[src/rtl/calcPkg.sv]
package calcPkg;

    //////////////////////////////////////////////////////////////////////
    // Operand and result words
    //////////////////////////////////////////////////////////////////////

    // One switch operand, sign set means negative
    typedef struct packed {
        logic       sign;
        logic [3:0] magnitude;
    } signMag;

    typedef struct packed {
        logic       sign;
        logic [7:0] magnitude;
    } aluResult;

    // Decimal form of the result, hundreds never shown
    typedef struct packed {
        logic       sign;
        logic [3:0] hundreds;
        logic [3:0] tens;
        logic [3:0] ones;
    } bcdResult;

    typedef enum logic [1:0] {
        opClear = 2'd0,
        opAdd   = 2'd1,
        opSub   = 2'd2,
        opMul   = 2'd3
    } aluOp;

    //////////////////////////////////////////////////////////////////////
    // Display glyphs
    //////////////////////////////////////////////////////////////////////

    typedef enum logic [1:0] {
        glyphDigit = 2'd0,
        glyphSign  = 2'd1,
        glyphOp    = 2'd2,
        glyphBlank = 2'd3
    } glyphKind;

    // Value holds a digit, a sign in bit 0 or an op code in bits 1:0
    typedef struct packed {
        glyphKind   kind;
        logic [3:0] value;
    } glyphSel;

    // Active low, bit order g f e d c b a
    typedef logic [6:0] segPattern;

    localparam segPattern segDigit [16] = '{
        7'b1000000, 7'b1111001, 7'b0100100, 7'b0110000,
        7'b0011001, 7'b0010010, 7'b0000010, 7'b1111000,
        7'b0000000, 7'b0010000, 7'b1000000, 7'b1111001,
        7'b0100100, 7'b0110000, 7'b0011001, 7'b0010010
    };

    localparam segPattern segPlus  = 7'b0101110;
    localparam segPattern segMinus = 7'b0100101;

    // Symbols for clear, add, subtract, multiply
    localparam segPattern segOp [4] = '{
        7'b1000000, 7'b0100100, 7'b0011001, 7'b1111000
    };

    localparam segPattern segBlank = 7'b1111111;

endpackage

[src/rtl/bcdConverter.sv]
`timescale 1ns/100ps

module bcdConverter (
    input  logic              clk,
    input  logic              reset,
    input  calcPkg::aluResult result,
    output calcPkg::bcdResult digits
);

    // Hundreds [19:16], tens [15:12], ones [11:8], binary [7:0]
    logic [19:0] shiftReg;

    //////////////////////////////////////////////////////////////////////
    // Double dabble, one pass per magnitude bit
    //////////////////////////////////////////////////////////////////////

    always_comb
    begin
        shiftReg = {12'd0, result.magnitude};
        for (int i = 0; i < 8; i++)
        begin
            if (shiftReg[11:8] >= 4'd5)
            begin
                shiftReg[11:8] = shiftReg[11:8] + 4'd3;
            end
            if (shiftReg[15:12] >= 4'd5)
            begin
                shiftReg[15:12] = shiftReg[15:12] + 4'd3;
            end
            if (shiftReg[19:16] >= 4'd5)
            begin
                shiftReg[19:16] = shiftReg[19:16] + 4'd3;
            end
            shiftReg = shiftReg << 1;
        end
    end

    always_ff @(posedge clk or posedge reset)
    begin
        if (reset)
        begin
            digits <= '0;
        end
        else
        begin
            digits.sign     <= result.sign;
            digits.hundreds <= shiftReg[19:16];
            digits.tens     <= shiftReg[15:12];
            digits.ones     <= shiftReg[11:8];
        end
    end

    // Correction steps must leave only decimal digits
    digitRange: assert property (
        @(posedge clk) disable iff (reset)
        (digits.hundreds <= 4'd9) && (digits.tens <= 4'd9) && (digits.ones <= 4'd9)
    );

endmodule

[src/rtl/calcDisplayTop.sv]
`timescale 1ns/100ps

module calcDisplayTop #(
    parameter int ScanDivBits = 18
) (
    input  logic               clk,
    input  logic               reset,
    input  calcPkg::aluOp      op,
    input  calcPkg::signMag    operandA,
    input  calcPkg::signMag    operandB,
    output calcPkg::segPattern sseg,
    output logic [7:0]         an,
    output logic               dp
);

    calcPkg::aluResult aluOut;
    calcPkg::bcdResult bcdOut;
    calcPkg::glyphSel  glyph;

    // No decimal point on this display
    assign dp = 1'b1;

    signedMagAlu uAlu (
        .op       (op),
        .operandA (operandA),
        .operandB (operandB),
        .result   (aluOut)
    );

    bcdConverter uBcd (
        .clk    (clk),
        .reset  (reset),
        .result (aluOut),
        .digits (bcdOut)
    );

    displayScanner #(
        .ScanDivBits (ScanDivBits)
    ) uScanner (
        .clk      (clk),
        .reset    (reset),
        .op       (op),
        .operandA (operandA),
        .operandB (operandB),
        .digits   (bcdOut),
        .glyph    (glyph),
        .an       (an)
    );

    segmentEncoder uEncoder (
        .clk   (clk),
        .reset (reset),
        .glyph (glyph),
        .sseg  (sseg)
    );

    // Product sign follows the operand signs unless the product is zero
    mulSign: assert property (
        @(posedge clk) disable iff (reset)
        ((op == calcPkg::opMul) && (aluOut.magnitude != 8'd0))
            |-> (aluOut.sign == (operandA.sign ^ operandB.sign))
    );

endmodule

[src/rtl/displayScanner.sv]
`timescale 1ns/100ps

module displayScanner #(
    parameter int ScanDivBits = 18
) (
    input  logic              clk,
    input  logic              reset,
    input  calcPkg::aluOp     op,
    input  calcPkg::signMag   operandA,
    input  calcPkg::signMag   operandB,
    input  calcPkg::bcdResult digits,
    output calcPkg::glyphSel  glyph,
    output logic [7:0]        an
);

    localparam int CountBits = ScanDivBits + 3;

    logic [CountBits-1:0] scanCount;
    logic [2:0]           position;
    logic                 resultZero;

    calcPkg::glyphSel     glyphNext;
    logic [7:0]           anNext;

    // Extra anode stage, matches the encoder register
    logic [7:0]           anStage;

    assign position   = scanCount[CountBits-1 -: 3];
    assign resultZero = (digits.hundreds == 4'd0) && (digits.tens == 4'd0)
                        && (digits.ones == 4'd0);

    //////////////////////////////////////////////////////////////////////
    // Glyph for the current position
    //////////////////////////////////////////////////////////////////////

    always_comb
    begin
        glyphNext.kind  = calcPkg::glyphDigit;
        glyphNext.value = 4'd0;
        case (position)
            3'd0: glyphNext.value = operandA.magnitude;
            3'd1:
            begin
                glyphNext.kind  = calcPkg::glyphSign;
                glyphNext.value = {3'b000, operandA.sign};
            end
            3'd2: glyphNext.value = operandB.magnitude;
            3'd3:
            begin
                glyphNext.kind  = calcPkg::glyphSign;
                glyphNext.value = {3'b000, operandB.sign};
            end
            3'd4: glyphNext.value = digits.ones;
            3'd5: glyphNext.value = digits.tens;
            3'd6:
            begin
                // Zero result leaves the sign slot dark
                glyphNext.kind  = resultZero ? calcPkg::glyphBlank : calcPkg::glyphSign;
                glyphNext.value = {3'b000, digits.sign};
            end
            default:
            begin
                glyphNext.kind  = calcPkg::glyphOp;
                glyphNext.value = {2'b00, op};
            end
        endcase
    end

    always_comb
    begin
        anNext           = 8'hFF;
        anNext[position] = 1'b0;
        if ((position == 3'd6) && resultZero)
        begin
            anNext[6] = 1'b1;
        end
    end

    always_ff @(posedge clk or posedge reset)
    begin
        if (reset)
        begin
            scanCount <= '0;
            glyph     <= '{kind: calcPkg::glyphBlank, value: 4'd0};
            anStage   <= 8'hFF;
            an        <= 8'hFF;
        end
        else
        begin
            scanCount <= scanCount + 1'b1;
            glyph     <= glyphNext;
            anStage   <= anNext;
            an        <= anStage;
        end
    end

    // Never two digits lit at once
    anodeOneHot: assert property (
        @(posedge clk) disable iff (reset) $countones(~an) <= 1
    );

endmodule

[src/rtl/segmentEncoder.sv]
`timescale 1ns/100ps

module segmentEncoder (
    input  logic               clk,
    input  logic               reset,
    input  calcPkg::glyphSel   glyph,
    output calcPkg::segPattern sseg
);

    calcPkg::segPattern patternNext;

    //////////////////////////////////////////////////////////////////////
    // Glyph lookup
    //////////////////////////////////////////////////////////////////////

    always_comb
    begin
        case (glyph.kind)
            calcPkg::glyphDigit:
            begin
                // Values above nine wrap onto 0 to 5
                patternNext = calcPkg::segDigit[glyph.value];
            end
            calcPkg::glyphSign:
            begin
                if (glyph.value[0])
                begin
                    patternNext = calcPkg::segMinus;
                end
                else
                begin
                    patternNext = calcPkg::segPlus;
                end
            end
            calcPkg::glyphOp:
            begin
                patternNext = calcPkg::segOp[glyph.value[1:0]];
            end
            default:
            begin
                patternNext = calcPkg::segBlank;
            end
        endcase
    end

    //////////////////////////////////////////////////////////////////////
    // Output register
    //////////////////////////////////////////////////////////////////////

    // One cycle behind the glyph so the scanner delays an to match
    always_ff @(posedge clk or posedge reset)
    begin
        if (reset)
        begin
            sseg <= calcPkg::segBlank;
        end
        else
        begin
            sseg <= patternNext;
        end
    end

endmodule

[src/rtl/signedMagAlu.sv]
`timescale 1ns/100ps

module signedMagAlu (
    input  calcPkg::aluOp     op,
    input  calcPkg::signMag   operandA,
    input  calcPkg::signMag   operandB,
    output calcPkg::aluResult result
);

    // Sign of B as seen by the adder, flipped for subtract
    logic       signBEff;
    logic       aGreaterEq;

    // Magnitudes widened to the result width
    logic [7:0] magA;
    logic [7:0] magB;

    logic [7:0] sumMag;
    logic [7:0] diffMag;
    logic [7:0] prodMag;

    logic [7:0] addMag;
    logic       addSign;

    logic [7:0] rawMag;
    logic       rawSign;

    assign magA = {4'b0000, operandA.magnitude};
    assign magB = {4'b0000, operandB.magnitude};

    assign signBEff   = operandB.sign ^ (op == calcPkg::opSub);
    assign aGreaterEq = (operandA.magnitude >= operandB.magnitude);

    assign sumMag  = magA + magB;
    assign diffMag = aGreaterEq ? (magA - magB) : (magB - magA);

    // 15 x 15 = 225 still fits in eight bits
    assign prodMag = magA * magB;

    //////////////////////////////////////////////////////////////////////
    // Signed add path
    //////////////////////////////////////////////////////////////////////

    always_comb
    begin
        if (operandA.sign == signBEff)
        begin
            // Same signs, magnitudes add
            addMag  = sumMag;
            addSign = operandA.sign;
        end
        else
        begin
            // Opposite signs, larger magnitude wins the sign
            addMag  = diffMag;
            addSign = aGreaterEq ? operandA.sign : signBEff;
        end
    end

    //////////////////////////////////////////////////////////////////////
    // Operation select
    //////////////////////////////////////////////////////////////////////

    always_comb
    begin
        case (op)
            calcPkg::opClear:
            begin
                rawMag  = 8'd0;
                rawSign = 1'b0;
            end
            calcPkg::opAdd,
            calcPkg::opSub:
            begin
                rawMag  = addMag;
                rawSign = addSign;
            end
            calcPkg::opMul:
            begin
                rawMag  = prodMag;
                rawSign = operandA.sign ^ operandB.sign;
            end
            default:
            begin
                rawMag  = 8'd0;
                rawSign = 1'b0;
            end
        endcase
    end

    // Zero is always positive
    assign result.magnitude = rawMag;
    assign result.sign      = rawSign && (rawMag != 8'd0);

endmodule

[config.mk]
export PLATFORM = sky130hd
export DESIGN_NAME = calcDisplayTop
export DESIGN_NICKNAME = d
export VERILOG_FILES = /design/src/rtl/calcPkg.sv /design/src/rtl/bcdConverter.sv /design/src/rtl/calcDisplayTop.sv /design/src/rtl/displayScanner.sv /design/src/rtl/segmentEncoder.sv /design/src/rtl/signedMagAlu.sv
export SDC_FILE = /design/constraint.sdc
export NUM_CORES = 1
export LEC_CHECK = 0
export ABC_AREA = 1
export BUFFER_PORTS_ARGS = -buffer_cell sky130_fd_sc_hd__buf_2
export CAP_MARGIN = 10
export CELL_PAD_IN_SITES_DETAIL_PLACEMENT = 1
export CELL_PAD_IN_SITES_GLOBAL_PLACEMENT = 2
export CORE_UTILIZATION = 40
export DETAILED_ROUTE_END_ITERATION = 10
export PLACE_DENSITY_LB_ADDON = 0.1
export SYNTH_ARGS = -nofsm -noshare
export SYNTH_HDL_FRONTEND = slang
export SYNTH_SLANG_ARGS = --single-unit
[constraint.sdc]
create_clock -name clk -period 4.3 [get_ports clk]
set_input_delay 0.86 -clock clk [delete_from_list [all_inputs] [get_ports clk]]
set_output_delay 0.86 -clock clk [all_outputs]
set_load 0.005 [all_outputs]
Word-level counts from Yosys, hierarchy flattened --
Memory sizes are Yosys's and may differ from the RTL's. Index checks and enable logic that the tools add are counted.
Operators by class: add/subtract/negate cells 22, $mul 1, magnitude comparators 23, equal/unequal tests 12, mux-type cells 37, bitwise operators 5, reductions and logical operators 15
Operator list (number):
- 4-bit by 3-bit >= comparator with 1-bit output (second input constant) | 15
- 4-bit 2-to-1 mux | 13
- 4-bit by 2-bit adder with 4-bit output (second input constant) | 11
- 7-bit 2-to-1 mux | 4
- 4-bit one-hot mux with 7 select lines | 1
- 8-bit one-hot mux with 3 select lines | 1
- 21-bit by 1-bit adder with 21-bit output (second input constant) | 1
- 7-bit one-hot mux with 3 select lines | 1
- 3-bit 2-to-1 mux | 6
- 8-bit 2-to-1 mux | 2
- 7-bit binary-select mux with 2-bit select | 1
- 3-bit by 2-bit adder with 3-bit output (second input constant) | 4
- 4-bit logical NOT | 3
- 4-bit by 4-bit subtractor with 5-bit output | 2
- 3-bit equality test (second input constant) | 3
- 4-bit by 4-bit multiplier with 8-bit output | 1
- 8-bit inverter | 1
- 8-bit nonzero test | 1
- 1-bit by 2-bit adder with 3-bit output (second input constant) | 2
- 2-bit equality test (second input constant) | 3
- 3-bit by 2-bit equality test with 1-bit output (second input constant) | 2
- 1-bit by 3-bit >= comparator with 1-bit output (second input constant) | 2
- 2-bit one-hot mux with 3 select lines | 1
- 4-bit by 4-bit adder with 5-bit output | 1
- other kinds (22) | 33
Storage, ports and cells: flip-flop bits (word level) 63, ROM bits 112, bits of input ports 14, output and inout bits 16, logic and storage cells 126, memories 1
Memories:
- (name not given) | depth 16, width 7, rd ports 1, clocked after Yosys merged registers in 0, write ports 0, line segmentEncoder.sv:22 | patternNext = calcPkg::segDigit[glyph.value];

Longest topological paths before layout --
depth after elaboration 19, depth in mapped cells 49, gate-level depth less buffers 49

Cells and area by module --
From an unflattened synthesis, not the netlist that was laid out.
Second synthesis, totals: cell total of the unflattened synthesis 655, area, all modules 4977.3 um2
Modules (own cells, without submodules):
- displayScanner | instances 1, cells each 211, area an instance 1933.1 um2, seq. area each 1098.6 um2
- signedMagAlu | instances 1, cells each 210, area an instance 1310.0 um2, seq. area each 0.0 um2
- bcdConverter | instances 1, cells each 158, area an instance 1172.4 um2, seq. area each 275.3 um2
- segmentEncoder | instances 1, cells each 74, area an instance 550.5 um2, seq. area each 183.9 um2
- calcDisplayTop | instances 1, cells each 2, area an instance 11.3 um2, seq. area each 0.0 um2

Least setup slack after synthesis --
Ideal clock, no wire load.
path type input to register, from in operandA[0] in the netlist's numbering, to reg, netlist name uBcd.digits[1], setup time 117 ps, data arrival time 5960 ps, data required time 4183 ps, setup slack -1777 ps, cell stages on the path 43, path buffers 0, cells stage by stage nand2_1 -> fa_1 -> inv_1 -> fa_1 -> inv_1 -> fa_1 -> inv_1 -> nand2_1 -> nand2_1 -> a21oi_1 -> nor2_1 -> nor2_1 -> nand2_1 -> nand2_1 -> nand2_2 -> ha_1 -> inv_1 -> nand2_1 -> (+7 left out) -> nand3_1 -> nand2_1 -> inv_1 -> ha_1 -> nand2_2 -> nand4_1 -> and2_2 -> ha_1 -> nand2_2 -> nand4_1 -> nand2_1 -> inv_1 -> ha_1 -> inv_1 -> nor2_1 -> nand3b_2 -> nand3_1 -> nand2_1
Between the ends: longest elaborated chain between the ends 18, elaborated cells on any way between the ends 29, classes of those cells 10 x add/sub; 1 x mul; 8 x order compare; 10 x mux
Ends and longest elaborated chain:
- start: declaration | line calcDisplayTop.sv:9 | input calcPkg::signMag operandA,
- parallel branches: the longest is 3 deep, another holds 4-bit by 4-bit multiplier with 8-bit output
- 8-bit one-hot mux with 3 select lines * | line signedMagAlu.sv:66 | case (op)
- 1-bit by 3-bit >= comparator with 1-bit output / 1-bit by 2-bit adder with 3-bit output (equally long branches) | line bcdConverter.sv:22, bcdConverter.sv:24
- 3-bit 2-to-1 mux | line bcdConverter.sv:22 | if (shiftReg[11:8] >= 4'd5)
- 4-bit by 2-bit adder with 4-bit output / 4-bit by 3-bit >= comparator with 1-bit output (equally long branches) | line bcdConverter.sv:24, bcdConverter.sv:22
- 4-bit 2-to-1 mux | line bcdConverter.sv:22
- 4-bit by 2-bit adder with 4-bit output / 4-bit by 3-bit >= comparator with 1-bit output (equally long branches) | line bcdConverter.sv:24, bcdConverter.sv:22
- 4-bit 2-to-1 mux | line bcdConverter.sv:22
- 4-bit by 3-bit >= comparator with 1-bit output / 4-bit by 2-bit adder with 4-bit output (equally long branches) | line bcdConverter.sv:22, bcdConverter.sv:24
- 4-bit 2-to-1 mux | line bcdConverter.sv:22
- 4-bit by 2-bit adder with 4-bit output / 4-bit by 3-bit >= comparator with 1-bit output (equally long branches) | line bcdConverter.sv:24, bcdConverter.sv:22
- 4-bit 2-to-1 mux | line bcdConverter.sv:22
- 4-bit by 2-bit adder with 4-bit output / 4-bit by 3-bit >= comparator with 1-bit output (equally long branches) | line bcdConverter.sv:24, bcdConverter.sv:22
- 4-bit 2-to-1 mux | line bcdConverter.sv:22
- 4-bit by 3-bit >= comparator with 1-bit output | line bcdConverter.sv:22
- 4-bit 2-to-1 mux * | line bcdConverter.sv:22
- via uBcd.shiftReg[9] | line bcdConverter.sv:11 | logic [19:0] shiftReg;
Mark *: on every way through the listed nets, which the timed path passes.

Final worst setup path --
from in operandA[1] in the netlist's numbering, to reg, netlist name uBcd.digits[1]
Between the ends: longest elaborated chain between the ends 18, elaborated cells on any way between the ends 29, classes of those cells 10 x add/sub; 1 x mul; 8 x order compare; 10 x mux
Ends and longest elaborated chain (line):
- parallel branches: the longest is 3 deep, another holds 4-bit by 4-bit multiplier with 8-bit output
- 8-bit one-hot mux with 3 select lines * | signedMagAlu.sv:66
- 1-bit by 3-bit >= comparator with 1-bit output / 1-bit by 2-bit adder with 3-bit output (equally long branches) | bcdConverter.sv:22, bcdConverter.sv:24
- 3-bit 2-to-1 mux | bcdConverter.sv:22
- 4-bit by 2-bit adder with 4-bit output / 4-bit by 3-bit >= comparator with 1-bit output (equally long branches) | bcdConverter.sv:24, bcdConverter.sv:22
- 4-bit 2-to-1 mux | bcdConverter.sv:22
- 4-bit by 2-bit adder with 4-bit output / 4-bit by 3-bit >= comparator with 1-bit output (equally long branches) | bcdConverter.sv:24, bcdConverter.sv:22
- 4-bit 2-to-1 mux | bcdConverter.sv:22
- 4-bit by 3-bit >= comparator with 1-bit output / 4-bit by 2-bit adder with 4-bit output (equally long branches) | bcdConverter.sv:22, bcdConverter.sv:24
- 4-bit 2-to-1 mux | bcdConverter.sv:22
- 4-bit by 2-bit adder with 4-bit output / 4-bit by 3-bit >= comparator with 1-bit output (equally long branches) | bcdConverter.sv:24, bcdConverter.sv:22
- 4-bit 2-to-1 mux | bcdConverter.sv:22
- 4-bit by 2-bit adder with 4-bit output / 4-bit by 3-bit >= comparator with 1-bit output (equally long branches) | bcdConverter.sv:24, bcdConverter.sv:22
- 4-bit 2-to-1 mux | bcdConverter.sv:22
- 4-bit by 3-bit >= comparator with 1-bit output | bcdConverter.sv:22
- 4-bit 2-to-1 mux * | bcdConverter.sv:22
- via uBcd.shiftReg[9] | bcdConverter.sv:11
Marks and branches as above.

==> impl_metrics.toml <==
[cts]
clock_latency_ps = 340
h-tree-depth = 3
clkSlewWorstSetupHoldPaths_ps = 70
cts_buffer_depth = 2
cts_tree = "done"
numCtsBuffers = 9
cts_root_buf = "clkbuf_8"
cts.sinks = 61
cts_hold_buffers = 0

[synth]
async_flop_share_pct = 100.0
netlist_area_um2 = 4419
synth-seq-area-share_pct = 35.25
syn_avg_cell_area_um2 = 8.050
ys_ff_latch = 61
synth_flop_cell = "dfrtp_1"
synth_edf_count = 0
netlist_instances = 549
ys_warn_count = 0
synth_cell_types = 45
syn-num-nets = 613

[placement]
numPortBuffers = 28
dp_hpwl_um = 9913
dpl_cell_area_um2 = 5515
gp_congestion = 0.8387
dp_cells = 811

[pwr]
p_per_area_nw_per_um2 = 441.3
ir_drop_mv = 0.2691
p_leak_nw = 3.336

[timing]
max_freq_ghz = 0.1723
layout_setup_ws_ps = -1505
grt_setup_unrepaired = "true"
hold_viol = 0
worst_pin_slew_ps = 839.6
setup_viol_count_final = 9
drv_slew = 0
skew_ps = 11.21
timing.final.crit_period_ps = 5805
slew_headroom_pct = 43.95
period_share_pct = 135.0
whs_ps = 356.0

[worst_setup_path]
max_stage_delay_ps = 550
worstReg2RegStart = "uScanner.scanCount[2]"
crit_slowest_cell = "fa_1"
r2r_end = "uScanner.scanCount[19]"
r2r_cells = 9
cp_max_fo = 3
worst_setup_path_start_kind = "input port"
crit_path_frequent_cell = "nand2_2"
worstPathArrival_ps = 6030
end_kind = "flop"
crit_type = "in2reg"
r2r_setup_slack_ps = 2100
worstPathRequired_ps = 4530

[die]
die_h_um = 107.1
ioPinCount = 30
die_w_um = 107.1
start_util_pct = 40.95
placeableCoreArea_um2 = 10790
rows = 38
dieArea_um2 = 11470

[job]
cap_violations = 0

[min_path]
whs_path_depth = 0
hold_start = "uScanner.anStage[0]"
hold_path.class = "reg2reg"
holdPathEnd = "uScanner.an[0]"

[global_route]
grt_util_all_layers_pct = 24.35
grt_pass1_wl_um = 21870
grt_max_degree = 43
antenna_found_initial = 0
grt_pass1_vias = 4711
overflow = 0

[route]
ant_nets = 0
wl_um = 13660
drc = 2
detail_route.first_pass.iterations = 9
avgViaCountPerCell = 5.004
drt_iter0_drc = 107
vias = 4288
post_drt_wl_per_cell_um = 15.94

[layout]
layout-drive-gt1-share_pct = 41.84
area_growth_syn_to_layout_pct = 42.36
fin_util_pct = 58.29
final_cell_area_um2 = 6291
diodes = 0
final_cell_mix = "buf_4 (125), nand2_1 (93), inv_1 (84)"
fin_cells = 857
final_common_cell = "buf_4"
nets = 776

[outcome]
status = "finished with violations"
violations = "design-rule violations, negative setup slack"
[area by class of cell]
| type | count | area [um2] |
|---|---|---|
| multi-input combinational | 384 | 2821 |
| clock buffer | 12 | 155.1 |
| tap | 140 | 175.2 |
| sequential | 61 | 1558 |
| clock inverter | 4 | 47.55 |
| inverter | 100 | 382.9 |
| timing repair buffer | 156 | 1151 |
| fill | 1315 | 4502 |
[registers in the layout (all words and copies together), names as in the netlist]
signal,count
uEncoder.sseg,7
uScanner.scanCount,21
uScanner.glyph,6
uBcd.digits,11
uScanner.anStage,8
uScanner.an,8
[worst max-delay path by stage]
| stage | start | end | slack, ps | depth (start not counted) |
|---|---|---|---|---|
| after global placement | operandB[1] | uBcd.digits[1] | -1610 | 49 |
| after global routing | operandB[2] | uBcd.digits[1] | -1780 | 51 |
| after CTS | operandA[1] | uBcd.digits[1] | -1370 | 46 |
| after floorplan | operandB[1] | uBcd.digits[1] | -1390 | 47 |
| after detailed placement | operandA[2] | uBcd.digits[1] | -1890 | 48 |
| final | operandA[1] | uBcd.digits[1] | -1510 | 48 |
[metal layers]
| layer | routed length (um) | vias to the layer above | track usage [%] |
|---|---|---|---|
| li1 | - | 2089 | - |
| met1 | 5532 | 2110 | 26.60 |
| met2 | 7525 | 60 | 47.60 |
| met3 | 255 | 29 | 3.222 |
| met4 | 350 | 0 | 8.219 |
| met5 | 0 | - | 0 |
[critical path: cells and delay by family]
family / cells / cell delay, ps
buffers and inverters: 10 / 600
AO/OA/AOI/OAI: 1 / 60
adder cells (fa/ha/maj): 8 / 2140
AND/OR/NAND/NOR: 29 / 2400
[power breakdown]
part           total [mW]  leakage, nW  switching (mW)  internal, mW
Combinational        1.62         2.51           0.871         0.748
Sequential          0.648        0.727          0.0195         0.629
Clock               0.508        0.102           0.211         0.297
Total                2.78         3.34            1.10          1.67
[what timing repair did]
action | CTS | global route
resized for setup | 42 | 41
setup buffers | 21 | 10
endpoints found under the setup margin | 9 | 9
pin swaps | 31 | 30
[cell families (layout without fill, tap and decap cells)]
kind of cell / Yosys count / count (layout) / synth area share (%)
simple gates: 254 / 254 / 28.17
buf+inv: 104 / 272 / 9.287
flops: 61 / 61 / 35.25
compound gates: 60 / 60 / 8.098
fa+ha+maj: 50 / 50 / 15.35
xor+xnor: 19 / 19 / 3.766
other cells: 1 / 1 / 0.08486
[cell usage after synthesis, types with 2 or more instances]
cell,n,area share [%]
nand2_1,113,9.6
inv_1,94,8.0
nand3_1,44,5.0
ha_1,43,12
nor2_1,37,3.1
dfrtp_1,36,20
dfstp_2,25,15
a21oi_1,18,2.0
nand2_2,18,2.5
o21ai_0,17,1.9
nand4_1,10,1.4
xnor2_1,10,2.0
xor2_1,9,1.8
fa_1,7,3.2
nand2_4,7,1.8
nand3_2,7,1.6
nor3_1,6,0.68
o211ai_1,6,1.0
inv_2,5,0.42
o22ai_1,5,0.71
nor4_1,3,0.42
a211oi_1,2,0.34
clkbuf_1,2,0.17
o2111ai_1,2,0.40
o21ai_1,2,0.23
or2_2,2,0.28
[metrics by stage]
stage               TNS (ps)  total power [mW]  setup slack, ps
floorplan              -9621             1.347            -1388
global placement      -13120             1.744            -1610
detailed placement    -15270             1.812            -1891
CTS                   -10920             2.504            -1373
global route          -14010             2.958            -1778
finish                -11680             2.776            -1505
Note: power is estimated with default switching activity, not from simulation.
